===== config.mk =====
export PLATFORM = sky130hd
export DESIGN_NAME = maxpool_3x3_top
export DESIGN_NICKNAME = d
export VERILOG_FILES = /design/src/hw/maxpool_pkg.sv /design/src/hw/maxpool_3x3_top.sv /design/src/hw/pool_out_fifo.sv /design/src/hw/max3x3_core.sv /design/src/hw/pool_window_buffer.sv
export VERILOG_INCLUDE_DIRS = /design/src /design/src/include
export SDC_FILE = /design/constraint.sdc
export NUM_CORES = 1
export LEC_CHECK = 0
export BUFFER_PORTS_ARGS = -buffer_cell sky130_fd_sc_hd__buf_2
export CAP_MARGIN = 20
export CORE_UTILIZATION = 65
export CTS_CLUSTER_SIZE = 12
export DETAILED_ROUTE_END_ITERATION = 16
export PLACE_DENSITY = 0.91
export SLEW_MARGIN = 20
export SYNTH_ARGS = -nofsm -noshare
export SYNTH_HDL_FRONTEND = slang
export SYNTH_SLANG_ARGS = --single-unit

===== constraint.sdc =====
create_clock -name clk -period 5.3 [get_ports clk]
set_input_delay 0.265 -clock clk [delete_from_list [all_inputs] [get_ports clk]]
set_output_delay 0.265 -clock clk [all_outputs]
set_load 0.02 [all_outputs]

===== src/include/maxpool_defines.svh =====
`ifndef MAXPOOL_DEFINES_SVH
`define MAXPOOL_DEFINES_SVH

////////////////////
// Pixel format
////////////////////

// Bits per pixel, unsigned
`define MAXP_DATA_WIDTH 8

////////////////////
// Frame geometry
////////////////////

`define MAXP_IMAGE_WIDTH 9
`define MAXP_IMAGE_HEIGHT 9
// Channels interleaved within one pixel
`define MAXP_CHANNELS 2

// Output FIFO entries, power of two
`define MAXP_FIFO_DEPTH 16

`endif

===== src/hw/maxpool_pkg.sv =====
`include "maxpool_defines.svh"

package maxpool_pkg;

	////////////////////
	// Scalar types
	////////////////////

	// Channel tag width, at least one bit
	localparam int CHAN_W = (`MAXP_CHANNELS > 1) ? $clog2(`MAXP_CHANNELS) : 1;

	typedef logic [`MAXP_DATA_WIDTH-1:0] pixel_t;
	typedef logic [CHAN_W-1:0] chan_t;

	////////////////////
	// Stream payloads
	////////////////////

	// 3x3 window, row then column, p22 newest
	typedef struct packed {
		pixel_t p00;
		pixel_t p01;
		pixel_t p02;
		pixel_t p10;
		pixel_t p11;
		pixel_t p12;
		pixel_t p20;
		pixel_t p21;
		pixel_t p22;
		chan_t  chan;
	} window_t;

	// One pooled result, last marks frame end
	typedef struct packed {
		pixel_t max_val;
		chan_t  chan;
		logic   last;
	} pooled_t;

endpackage


===== src/hw/maxpool_3x3_top.sv =====
`timescale 1ns/1ns
`include "maxpool_defines.svh"

module maxpool_3x3_top
	import maxpool_pkg::*;
(
	input  logic    clk,
	input  logic    reset,
	input  logic    valid_in,
	input  pixel_t  pxl_in,
	input  logic    rd_en,
	output pooled_t out_data,
	output logic    out_valid,
	output logic    empty,
	output logic    full,
	output logic    overflow
);

	// Window buffer to core
	window_t win;
	logic    win_valid;
	logic    win_last;

	// Core to FIFO
	pooled_t res;
	logic    res_valid;

	pool_window_buffer i_window_buffer (
		.clk      (clk      ),
		.reset    (reset    ),
		.valid_in (valid_in ),
		.pxl_in   (pxl_in   ),
		.win      (win      ),
		.win_valid(win_valid),
		.last     (win_last )
	);

	max3x3_core i_core (
		.clk      (clk      ),
		.reset    (reset    ),
		.win_valid(win_valid),
		.win      (win      ),
		.last_in  (win_last ),
		.res      (res      ),
		.res_valid(res_valid)
	);

	// Pooled results wait here for the outside read strobe
	pool_out_fifo #(
		.T    (pooled_t        ),
		.DEPTH(`MAXP_FIFO_DEPTH)
	) i_out_fifo (
		.clk      (clk      ),
		.reset    (reset    ),
		.wr_en    (res_valid),
		.wr_data  (res      ),
		.rd_en    (rd_en    ),
		.out_data (out_data ),
		.out_valid(out_valid),
		.empty    (empty    ),
		.full     (full     ),
		.overflow (overflow )
	);

endmodule


===== src/hw/pool_out_fifo.sv =====
`timescale 1ns/1ns
`include "maxpool_defines.svh"

module pool_out_fifo
	import maxpool_pkg::*;
#(
	parameter type T = pooled_t,
	parameter int DEPTH = `MAXP_FIFO_DEPTH
) (
	input  logic clk,
	input  logic reset,
	input  logic wr_en,
	input  T     wr_data,
	input  logic rd_en,
	output T     out_data,
	output logic out_valid,
	output logic empty,
	output logic full,
	output logic overflow
);

	localparam int AW = $clog2(DEPTH);

	// Circular storage
	T mem [DEPTH];
	logic [AW-1:0] wr_ptr;
	logic [AW-1:0] rd_ptr;
	logic [AW:0]   count;

	logic do_rd;
	logic do_wr;

	assign empty = (count == '0);
	assign full = (count == (AW + 1)'(DEPTH));

	// A pop in the same cycle frees room for a write into a full FIFO
	assign do_rd = rd_en && !empty;
	assign do_wr = wr_en && (!full || do_rd);

	////////////////////
	// Pointers and count
	////////////////////

	always_ff @(posedge clk) begin
		if (reset) begin
			wr_ptr <= '0;
			rd_ptr <= '0;
			count <= '0;
			out_valid <= 1'b0;
			overflow <= 1'b0;
		end else begin
			if (do_wr)
				wr_ptr <= wr_ptr + 1'b1;
			if (do_rd)
				rd_ptr <= rd_ptr + 1'b1;
			case ({do_wr, do_rd})
				2'b10: count <= count + 1'b1;
				2'b01: count <= count - 1'b1;
				default: count <= count;
			endcase
			out_valid <= do_rd;
			// Dropped write, sticky until reset
			if (wr_en && !do_wr)
				overflow <= 1'b1;
		end
	end

	// Storage and registered read port
	always_ff @(posedge clk) begin
		if (do_wr)
			mem[wr_ptr] <= wr_data;
		if (do_rd)
			out_data <= mem[rd_ptr];
	end

endmodule


===== src/hw/max3x3_core.sv =====
`timescale 1ns/1ns
`include "maxpool_defines.svh"

module max3x3_core
	import maxpool_pkg::*;
(
	input  logic    clk,
	input  logic    reset,
	input  logic    win_valid,
	input  window_t win,
	input  logic    last_in,
	output pooled_t res,
	output logic    res_valid
);

	// Stage one registers
	pixel_t row_max [3];
	chan_t  s1_chan;
	logic   s1_last;
	logic   s1_valid;

	// Largest of three unsigned pixels
	function automatic pixel_t max3(input pixel_t a, input pixel_t b, input pixel_t c);
		pixel_t m;
		m = a;
		if (b > m)
			m = b;
		if (c > m)
			m = c;
		return m;
	endfunction

	////////////////////
	// Stage one
	////////////////////

	// Row maxima, a new window every cycle
	always_ff @(posedge clk) begin
		row_max[0] <= max3(win.p00, win.p01, win.p02);
		row_max[1] <= max3(win.p10, win.p11, win.p12);
		row_max[2] <= max3(win.p20, win.p21, win.p22);
		s1_chan <= win.chan;
		s1_last <= last_in;
	end

	////////////////////
	// Stage two
	////////////////////

	always_ff @(posedge clk) begin
		res.max_val <= max3(row_max[0], row_max[1], row_max[2]);
		res.chan <= s1_chan;
		res.last <= s1_last;
	end

	// Valid travels beside the data
	always_ff @(posedge clk) begin
		if (reset) begin
			s1_valid <= 1'b0;
			res_valid <= 1'b0;
		end else begin
			s1_valid <= win_valid;
			res_valid <= s1_valid;
		end
	end

endmodule


===== src/hw/pool_window_buffer.sv =====
`timescale 1ns/1ns
`include "maxpool_defines.svh"

module pool_window_buffer
	import maxpool_pkg::*;
(
	input  logic    clk,
	input  logic    reset,
	input  logic    valid_in,
	input  pixel_t  pxl_in,
	output window_t win,
	output logic    win_valid,
	output logic    last
);

	////////////////////
	// Geometry
	////////////////////

	localparam int W = `MAXP_IMAGE_WIDTH;
	localparam int H = `MAXP_IMAGE_HEIGHT;
	localparam int C = `MAXP_CHANNELS;
	localparam int COL_W = $clog2(W);
	localparam int ROW_W = $clog2(H);
	localparam int LB_DEPTH = W * C;
	localparam int AW = $clog2(LB_DEPTH);
	// Last kept window sits on the highest even row and column
	localparam int LAST_ROW = (H - 1) - ((H - 1) % 2);
	localparam int LAST_COL = (W - 1) - ((W - 1) % 2);

	// Position of the incoming pixel
	chan_t            chan_cnt;
	logic [COL_W-1:0] col_cnt;
	logic [ROW_W-1:0] row_cnt;

	// Line buffers, lb1 one row up, lb2 two rows up
	pixel_t lb1 [LB_DEPTH];
	pixel_t lb2 [LB_DEPTH];
	logic [AW-1:0] lb_addr;
	pixel_t lb1_rd;
	pixel_t lb2_rd;

	// Per channel row shift registers, tap 0 is oldest column
	pixel_t sh_top [C][2];
	pixel_t sh_mid [C][2];
	pixel_t sh_bot [C][2];

	window_t win_next;
	logic    keep;
	logic    frame_last;

	////////////////////
	// Position counters
	////////////////////

	// Channel fastest, then column, then row
	always_ff @(posedge clk) begin
		if (reset) begin
			chan_cnt <= '0;
			col_cnt <= '0;
			row_cnt <= '0;
		end else if (valid_in) begin
			if (chan_cnt == chan_t'(C - 1)) begin
				chan_cnt <= '0;
				if (col_cnt == COL_W'(W - 1)) begin
					col_cnt <= '0;
					// Frame end wraps straight into next frame
					if (row_cnt == ROW_W'(H - 1))
						row_cnt <= '0;
					else
						row_cnt <= row_cnt + 1'b1;
				end else begin
					col_cnt <= col_cnt + 1'b1;
				end
			end else begin
				chan_cnt <= chan_cnt + 1'b1;
			end
		end
	end

	////////////////////
	// Line buffers
	////////////////////

	// One slot per column and channel
	assign lb_addr = AW'(int'(col_cnt) * C + int'(chan_cnt));
	assign lb1_rd = lb1[lb_addr];
	assign lb2_rd = lb2[lb_addr];

	// Old row moves down a buffer as the new pixel lands
	always_ff @(posedge clk) begin
		if (valid_in) begin
			lb1[lb_addr] <= pxl_in;
			lb2[lb_addr] <= lb1_rd;
		end
	end

	// Only the active channel's columns shift
	always_ff @(posedge clk) begin
		if (valid_in) begin
			sh_top[chan_cnt][0] <= sh_top[chan_cnt][1];
			sh_top[chan_cnt][1] <= lb2_rd;
			sh_mid[chan_cnt][0] <= sh_mid[chan_cnt][1];
			sh_mid[chan_cnt][1] <= lb1_rd;
			sh_bot[chan_cnt][0] <= sh_bot[chan_cnt][1];
			sh_bot[chan_cnt][1] <= pxl_in;
		end
	end

	////////////////////
	// Window assembly
	////////////////////

	// Two stored columns plus the column arriving now
	always_comb begin
		win_next.p00 = sh_top[chan_cnt][0];
		win_next.p01 = sh_top[chan_cnt][1];
		win_next.p02 = lb2_rd;
		win_next.p10 = sh_mid[chan_cnt][0];
		win_next.p11 = sh_mid[chan_cnt][1];
		win_next.p12 = lb1_rd;
		win_next.p20 = sh_bot[chan_cnt][0];
		win_next.p21 = sh_bot[chan_cnt][1];
		win_next.p22 = pxl_in;
		win_next.chan = chan_cnt;
	end

	// Stride 2, bottom-right corner on even row and column past the border
	assign keep = !row_cnt[0] && (row_cnt >= ROW_W'(2))
		&& !col_cnt[0] && (col_cnt >= COL_W'(2));
	assign frame_last = (row_cnt == ROW_W'(LAST_ROW)) && (col_cnt == COL_W'(LAST_COL))
		&& (chan_cnt == chan_t'(C - 1));

	always_ff @(posedge clk) begin
		if (reset) begin
			win_valid <= 1'b0;
			last <= 1'b0;
		end else begin
			win_valid <= valid_in && keep;
			last <= valid_in && keep && frame_last;
		end
	end

	// Window payload, no reset needed
	always_ff @(posedge clk) begin
		if (valid_in)
			win <= win_next;
	end

endmodule


# Word level (Yosys, flattened, before mapping)
# Memories as Yosys holds them, arrays and structs flattened. A register that Yosys moved wholly into a read port is not among the register bits.
# Index checks and enable logic that the tools add are counted.
classes:
  reduce_logical: 20
  add_sub_neg: 8
  magnitude_cmp: 10
  mux: 22
  eq_ne: 5
ops:
  columns: ["cell", "n"]
  rows:
  - ["8-bit > comparator", 8]
  - ["8-bit 2-to-1 mux", 8]
  - ["4-bit by 1-bit adder with 4-bit output, second input constant", 4]
  - ["1-bit 2-to-1 mux", 11]
  - ["1-bit logical AND", 10]
  - ["5-bit case mux with 2 select lines", 1]
  - ["4-bit == test, second input constant", 2]
  - ["4-bit by 2-bit >= comparator with 1-bit output, second input constant", 2]
  - ["4-bit 2-to-1 mux", 2]
  - ["5-bit by 1-bit adder with 5-bit output", 1]
  - ["5-bit by 1-bit adder with 5-bit output, second input constant", 1]
  - ["5-bit == test, second input constant", 1]
  - ["1-bit zero test", 5]
  - ["5-bit zero test", 1]
  - ["5-bit by 1-bit subtractor with 5-bit output, second input constant", 1]
  - ["3-bit AND reduction", 1]
  - ["2-bit by 1-bit == test with 1-bit output, second input constant", 1]
  - ["2-bit == test, second input constant", 1]
  - ["2-bit AND reduction", 1]
  - ["2-bit nonzero test", 1]
  - ["1-bit adder, second input constant", 1]
  - ["1-bit logical OR", 1]
totals:
  ramBits: 568
  regBits: 113
  n_memories: 7
  in_bits: 12
  output_inout_bits: 14
memory_table:
  columns: ["memory", "words", "width", "rd", "rd_clocked_by_memory_dff", "write_ports", "line", "rtl"]
  rows:
  - ["i_out_fifo.mem", 16, 10, 1, 1, 1, "pool_out_fifo.sv:25", "T mem [DEPTH];"]
  - ["i_window_buffer.lb1", 18, 8, 1, 0, 1, "pool_window_buffer.sv:37", "pixel_t lb1 [LB_DEPTH];"]
  - ["i_window_buffer.lb2", 18, 8, 1, 0, 1, "pool_window_buffer.sv:38", "pixel_t lb2 [LB_DEPTH];"]
  - ["i_window_buffer.sh_bot", 2, 16, 1, 1, 1, "pool_window_buffer.sv:46", "pixel_t sh_bot [C][2];"]
  - ["i_window_buffer.sh_mid", 2, 16, 1, 1, 1, "pool_window_buffer.sv:45", "pixel_t sh_mid [C][2];"]
  - ["i_window_buffer.sh_top", 2, 16, 1, 1, 1, "pool_window_buffer.sv:44", "pixel_t sh_top [C][2];"]
  - ["+1 memories", null, null, null, null, null, null, null]

# Longest topological paths before layout
depth:
  ltp_word: 7
  mapped_depth: 16
  depth_no_buf: 13

# Cells and area by module
# From an unflattened synthesis, not the netlist that was laid out.
unflattened:
  cells_unflattened: 1635
  hier_area_um2: 28209.6
by_module_without_submodules:
  columns: ["mod", "n_inst", "area_each_um2", "seq_area_each_um2", "cells_per_inst"]
  rows:
  - ["pool_window_buffer", 1, 17435.5, 13963.4, 832]
  - ["pool_out_fifo", 1, 7295.7, 5405.2, 388]
  - ["max3x3_core", 1, 3478.3, 760.7, 415]

# Least setup slack after synthesis
# OpenSTA, ideal clock, no wires.
synth_timing:
  path_kind: "flip-flop to flip-flop"
  start: "reg i_window_buffer.win[38] (netlist name)"
  end: "mem i_core.row_max[0][11] (netlist bit)"
  setup_ps: 123
  setup_slack_ps: 2003
  synth_period_minus_slack_ps: 3297
  t_arrival_ps: 3174
  path_buffers: 2
  t_required_ps: 5177
  stages_incl_launch_ff: 15
  cell_sequence: "edfxtp_1 -> ha_1 -> a41oi_1 -> o21ai_0 -> o21ai_1 -> clkbuf_1 -> nand3_1 -> and2_1 -> ha_1 -> a21o_1 -> a221o_1 -> a21oi_2 -> or2_2 -> buf_2 -> a31oi_1"
synth_lines:
  columns: ["element", "line", "rtl"]
  rows:
  - ["end: declaration", "max3x3_core.sv:17", "pixel_t row_max [3];"]

==> impl_results.md <==
* Fillcell total at 2138
* Final period util at 0.762
* RSZ-0062 raised after global routing: false
* Yosys reg bits at 692
* Maximum VDD drop at around 0.47 mV
* Final Util at 0.734
* Top Ports at 26
* Mapped Area at about 28000 µm²
* Core area at 42100 µm²
* XOR/XNOR Fraction of Synth Area at 0.00408
* Setup repair bufs after CTS at 0
* Sequential share of the synthesized area at 0.720
* Max stage delay cell, worst path: a22oi_2
* Compound-Gate Fraction of Synth Area at 0.0435
* H-tree levels at 3
* Worst-skew pair later-pin latency at 0.60 ns
* Worst-path clk slew at 0.06 ns
* Largest net degree at the start of global routing at 56
* CTS tree: done
* Worst hold path endpoint: i_out_fifo.out_valid$_SDFF_PP0_
* Post-Synth Simple-Gate Area at 0.0450
* Vias in the first global route at roughly 16000
* Post-Synth Adder-Cell Area at 0.0365
* Fin crit period at 4.04 ns
* Slew headroom at 0.279
* Total track usage at 0.294
* Clock sinks at 692
* Status: completed
* Worst Tran Pin Value at 1.08 ns
* Top cell type's share of synthesized area at 0.674
* Max Clk Rate at roughly 250 MHz
* Clock Path Buffers at 3
* Reg-to-Reg Start: i_core.row_max[0][15]$_DFF_P_
* Async SR Flop Fraction at 0
* Setup CP Type: reg2reg
* Leakage power at between 10 and 15 nW
* Standard-cell rows at 75
* Die Y at ~210 µm
* DRT Pass-1 Iters at 5
* Worst min path class: in2reg
* Placer congestion estimate at 0.814
* Antenna-violating nets left at 0
* Buf+Inv Stages, Crit Path at 0
* CTS Hold Bufs at 0
* N_diodes at 0
* Slew Viols, Final at 0
* DP Wirelength at 36700 µm
* Critical Path RT at between 5 and 6 ns
* Setup crit start kind: register
* CP peak stage delay at approximately 0.55 ns
* Drt total wl at 62100 µm
* DRC at 0
* Wire per inst at approximately 28 µm
* Via count at 14800
* Final Skew at 0.0262 ns
* Area grow syn2layout at 10.7%
* CP most frequent cell: nand2_1
* Mux share of post-synthesis cell area at 0.132
* Total CTS buffers at 70
* Worst reg-to-reg setup slack at 1.26 ns
* CP endpoint kind: register
* R2r endpoint: i_core.res[9]$_DFF_P_
* Synthesized area per cell at 18.0 µm²
* Synth area leader: edfxtp_1
* Root buf cell: clkbuf_16
* MaxCap Viol Count at 0
* Initial drt markers at 1802
* Reg2Reg Depth at 12
* CP Max Fanout at 16
* Cell variety after synth at 54
* Overall power at ~0.014 W
* Die W at 209 µm
* Nets at 1721
* Number of antenna violations at the first check in global routing at 0
* Total gr overflow at 0
* Arrival @ worst endpoint at 4.52 ns
* Synth Flop Type: edfxtp_1
* Initial cell density of the core at 0.663
* Hold path depth at 3
* CP cell instances: ha_1, and4_1, nand2_1, nand2_1, nand2_1, a21oi_1, ha_1, and3_1, a221o_1, a22oi_2, o211ai_1, o22a_1
* Synth warnings at 0
* Setup TNS at 0 ns
* Resized Gates After CTS at 0
* Hold Fails Final Rpt at 0
* Post-synth EDFFs at 627
* Delay-heaviest family, CP: compound AO/OA/AOI/OAI gates
* Input/output buffers at 25
* Top cells by area, synth: edfxtp_1 67%, mux4_2 9.2%, dfxtp_1 4.7%, ha_1 3.6%, mux2_2 3.2%
* Largest family of logic cells by synthesized area: multiplexers
* Share of cells above drive strength 1 at 0.237
* First-pass GRT wire length at 93900 µm
* Final-report setup violation count at 0
* Syn_nets at about 1600
* Hold Crit Start: rd_en
* Vias/cell at 6.70
* Pwr dens at 448 nW/µm²
* Die ar. at 43800 µm²
* Post-Synthesis Cells at ~1600
## tightest hold or removal path: cells and delay by family
kind / cells / cell delay (ns)
and+or+nand+nor: 1 / 0.07
buffers and inverters: 2 / 0.25
## where the power goes
group	leakage, nW	internal, W	switching (W)
clock network	0.983	0.00255	0.00195
registers	6.33	0.00653	0.000386
logic	3.08	0.00104	0.00139
total	10.4	0.0101	0.00373
## layer usage
| metal | GRT usage | part of all wire |
|---|---|---|
| met5 | 0 | 0 |
| met3 | 0.0495 | 0.072 |
| met4 | 0.132 | 0.044 |
| met1 | 0.362 | 0.36 |
| met2 | 0.514 | 0.52 |
## flip-flops by register name, indices dropped and copies added, names as in the netlist, 4 cells and up, named ones only
signal                   count
i_core.res                  10
i_core.row_max              24
i_out_fifo.count             5
i_out_fifo.mem             160
i_out_fifo.out_data         10
i_out_fifo.rd_ptr            4
i_out_fifo.wr_ptr            4
i_window_buffer.col_cnt      4
i_window_buffer.lb1        144
i_window_buffer.lb2        144
i_window_buffer.row_cnt      4
i_window_buffer.sh_bot      32
i_window_buffer.sh_mid      32
i_window_buffer.sh_top      32
i_window_buffer.win         73
## final cells by class
class                   count  area, µm²  area share
flip-flops and latches    692      20100       0.651
multi-input cells         733       7330       0.237
clock buffers             108       1970      0.0636
well taps                 539        674      0.0218
repair buffers             75        523      0.0169
inverters                  56        210     0.00680
clock inverters            12       81.3     0.00263
## cell families (layout without fill, tap and decap cells)
group / Yosys count / count (layout)
AOI/OAI and AO/OA: 172 / 172
DFF: 692 / 692
adders and majority gates: 81 / 81
muxes: 216 / 216
buffers and inverters: 126 / 251
xor gates and xnor gates: 13 / 13
and+or+nand+nor: 251 / 251
## layout by cell type, fill, tap and decap left out, types with 22 or more instances in the layout
| cell | netlist | layout |
|---|---|---|
| dfxtp_1 | 65 | 60 |
| buf_2 | 22 | 24 |
| nor3_1 | 35 | 31 |
| mux2_2 | 80 | 80 |
| nand2_1 | 29 | 29 |
| mux4_2 | 114 | 114 |
| ha_1 | 80 | 78 |
| mux2i_1 | 22 | 22 |
| edfxtp_1 | 627 | 627 |
| buf_4 | 1 | 48 |
| inv_1 | 56 | 56 |
| clkbuf_1 | 40 | 34 |
| and2_1 | 22 | 22 |
| nor2_1 | 65 | 62 |
| a21oi_1 | 28 | 28 |
| clkbuf_16 | 0 | 73 |
| a31oi_1 | 26 | 26 |
| nand3_1 | 47 | 47 |
## stage by stage
| stage | instances | area (µm²) | worst slack (ns) | hold WS, ns |
|---|---|---|---|---|
| 3_3_place_gp | 2092 | 28800 | 1.37 | 0.311 |
| 6_report | 2215 | 30900 | 1.26 | 0.0438 |
| 2_1_floorplan | 1551 | 27900 | 2.00 | 0.310 |
| 4_1_cts | 2213 | 30900 | 1.30 | 0.0205 |
| 3_5_place_dp | 2093 | 28900 | 1.30 | 0.320 |
| 5_1_grt | 2215 | 30900 | 0.945 | 0.0728 |
## worst max-delay path by stage
stage,start,to,cells after the start
after detailed placement,i_core.row_max[0][15]$_DFF_P_,i_core.res[9]$_DFF_P_,12
after floorplan,i_window_buffer.win[38]$_DFFE_PP_,i_core.row_max[0][11]$_DFF_P_,14
after global placement,i_core.row_max[0][15]$_DFF_P_,i_core.res[3]$_DFF_P_,12
after global routing,i_core.row_max[0][7]$_DFF_P_,i_core.res[8]$_DFF_P_,13
after CTS,i_core.row_max[0][15]$_DFF_P_,i_core.res[3]$_DFF_P_,12
final,i_core.row_max[0][15]$_DFF_P_,i_core.res[9]$_DFF_P_,12
## synth_stat cells, types with 25 or more instances
library cell / count
nand3_1: 47
dfxtp_1: 65
inv_1: 56
o21ai_0: 25
mux2_2: 80
a31oi_1: 26
clkbuf_1: 40
a21oi_1: 28
ha_1: 80
edfxtp_1: 627
nor2_1: 65
nor3_1: 35
nand2_1: 29
mux4_2: 114
(Power assumes the default switching activity.)
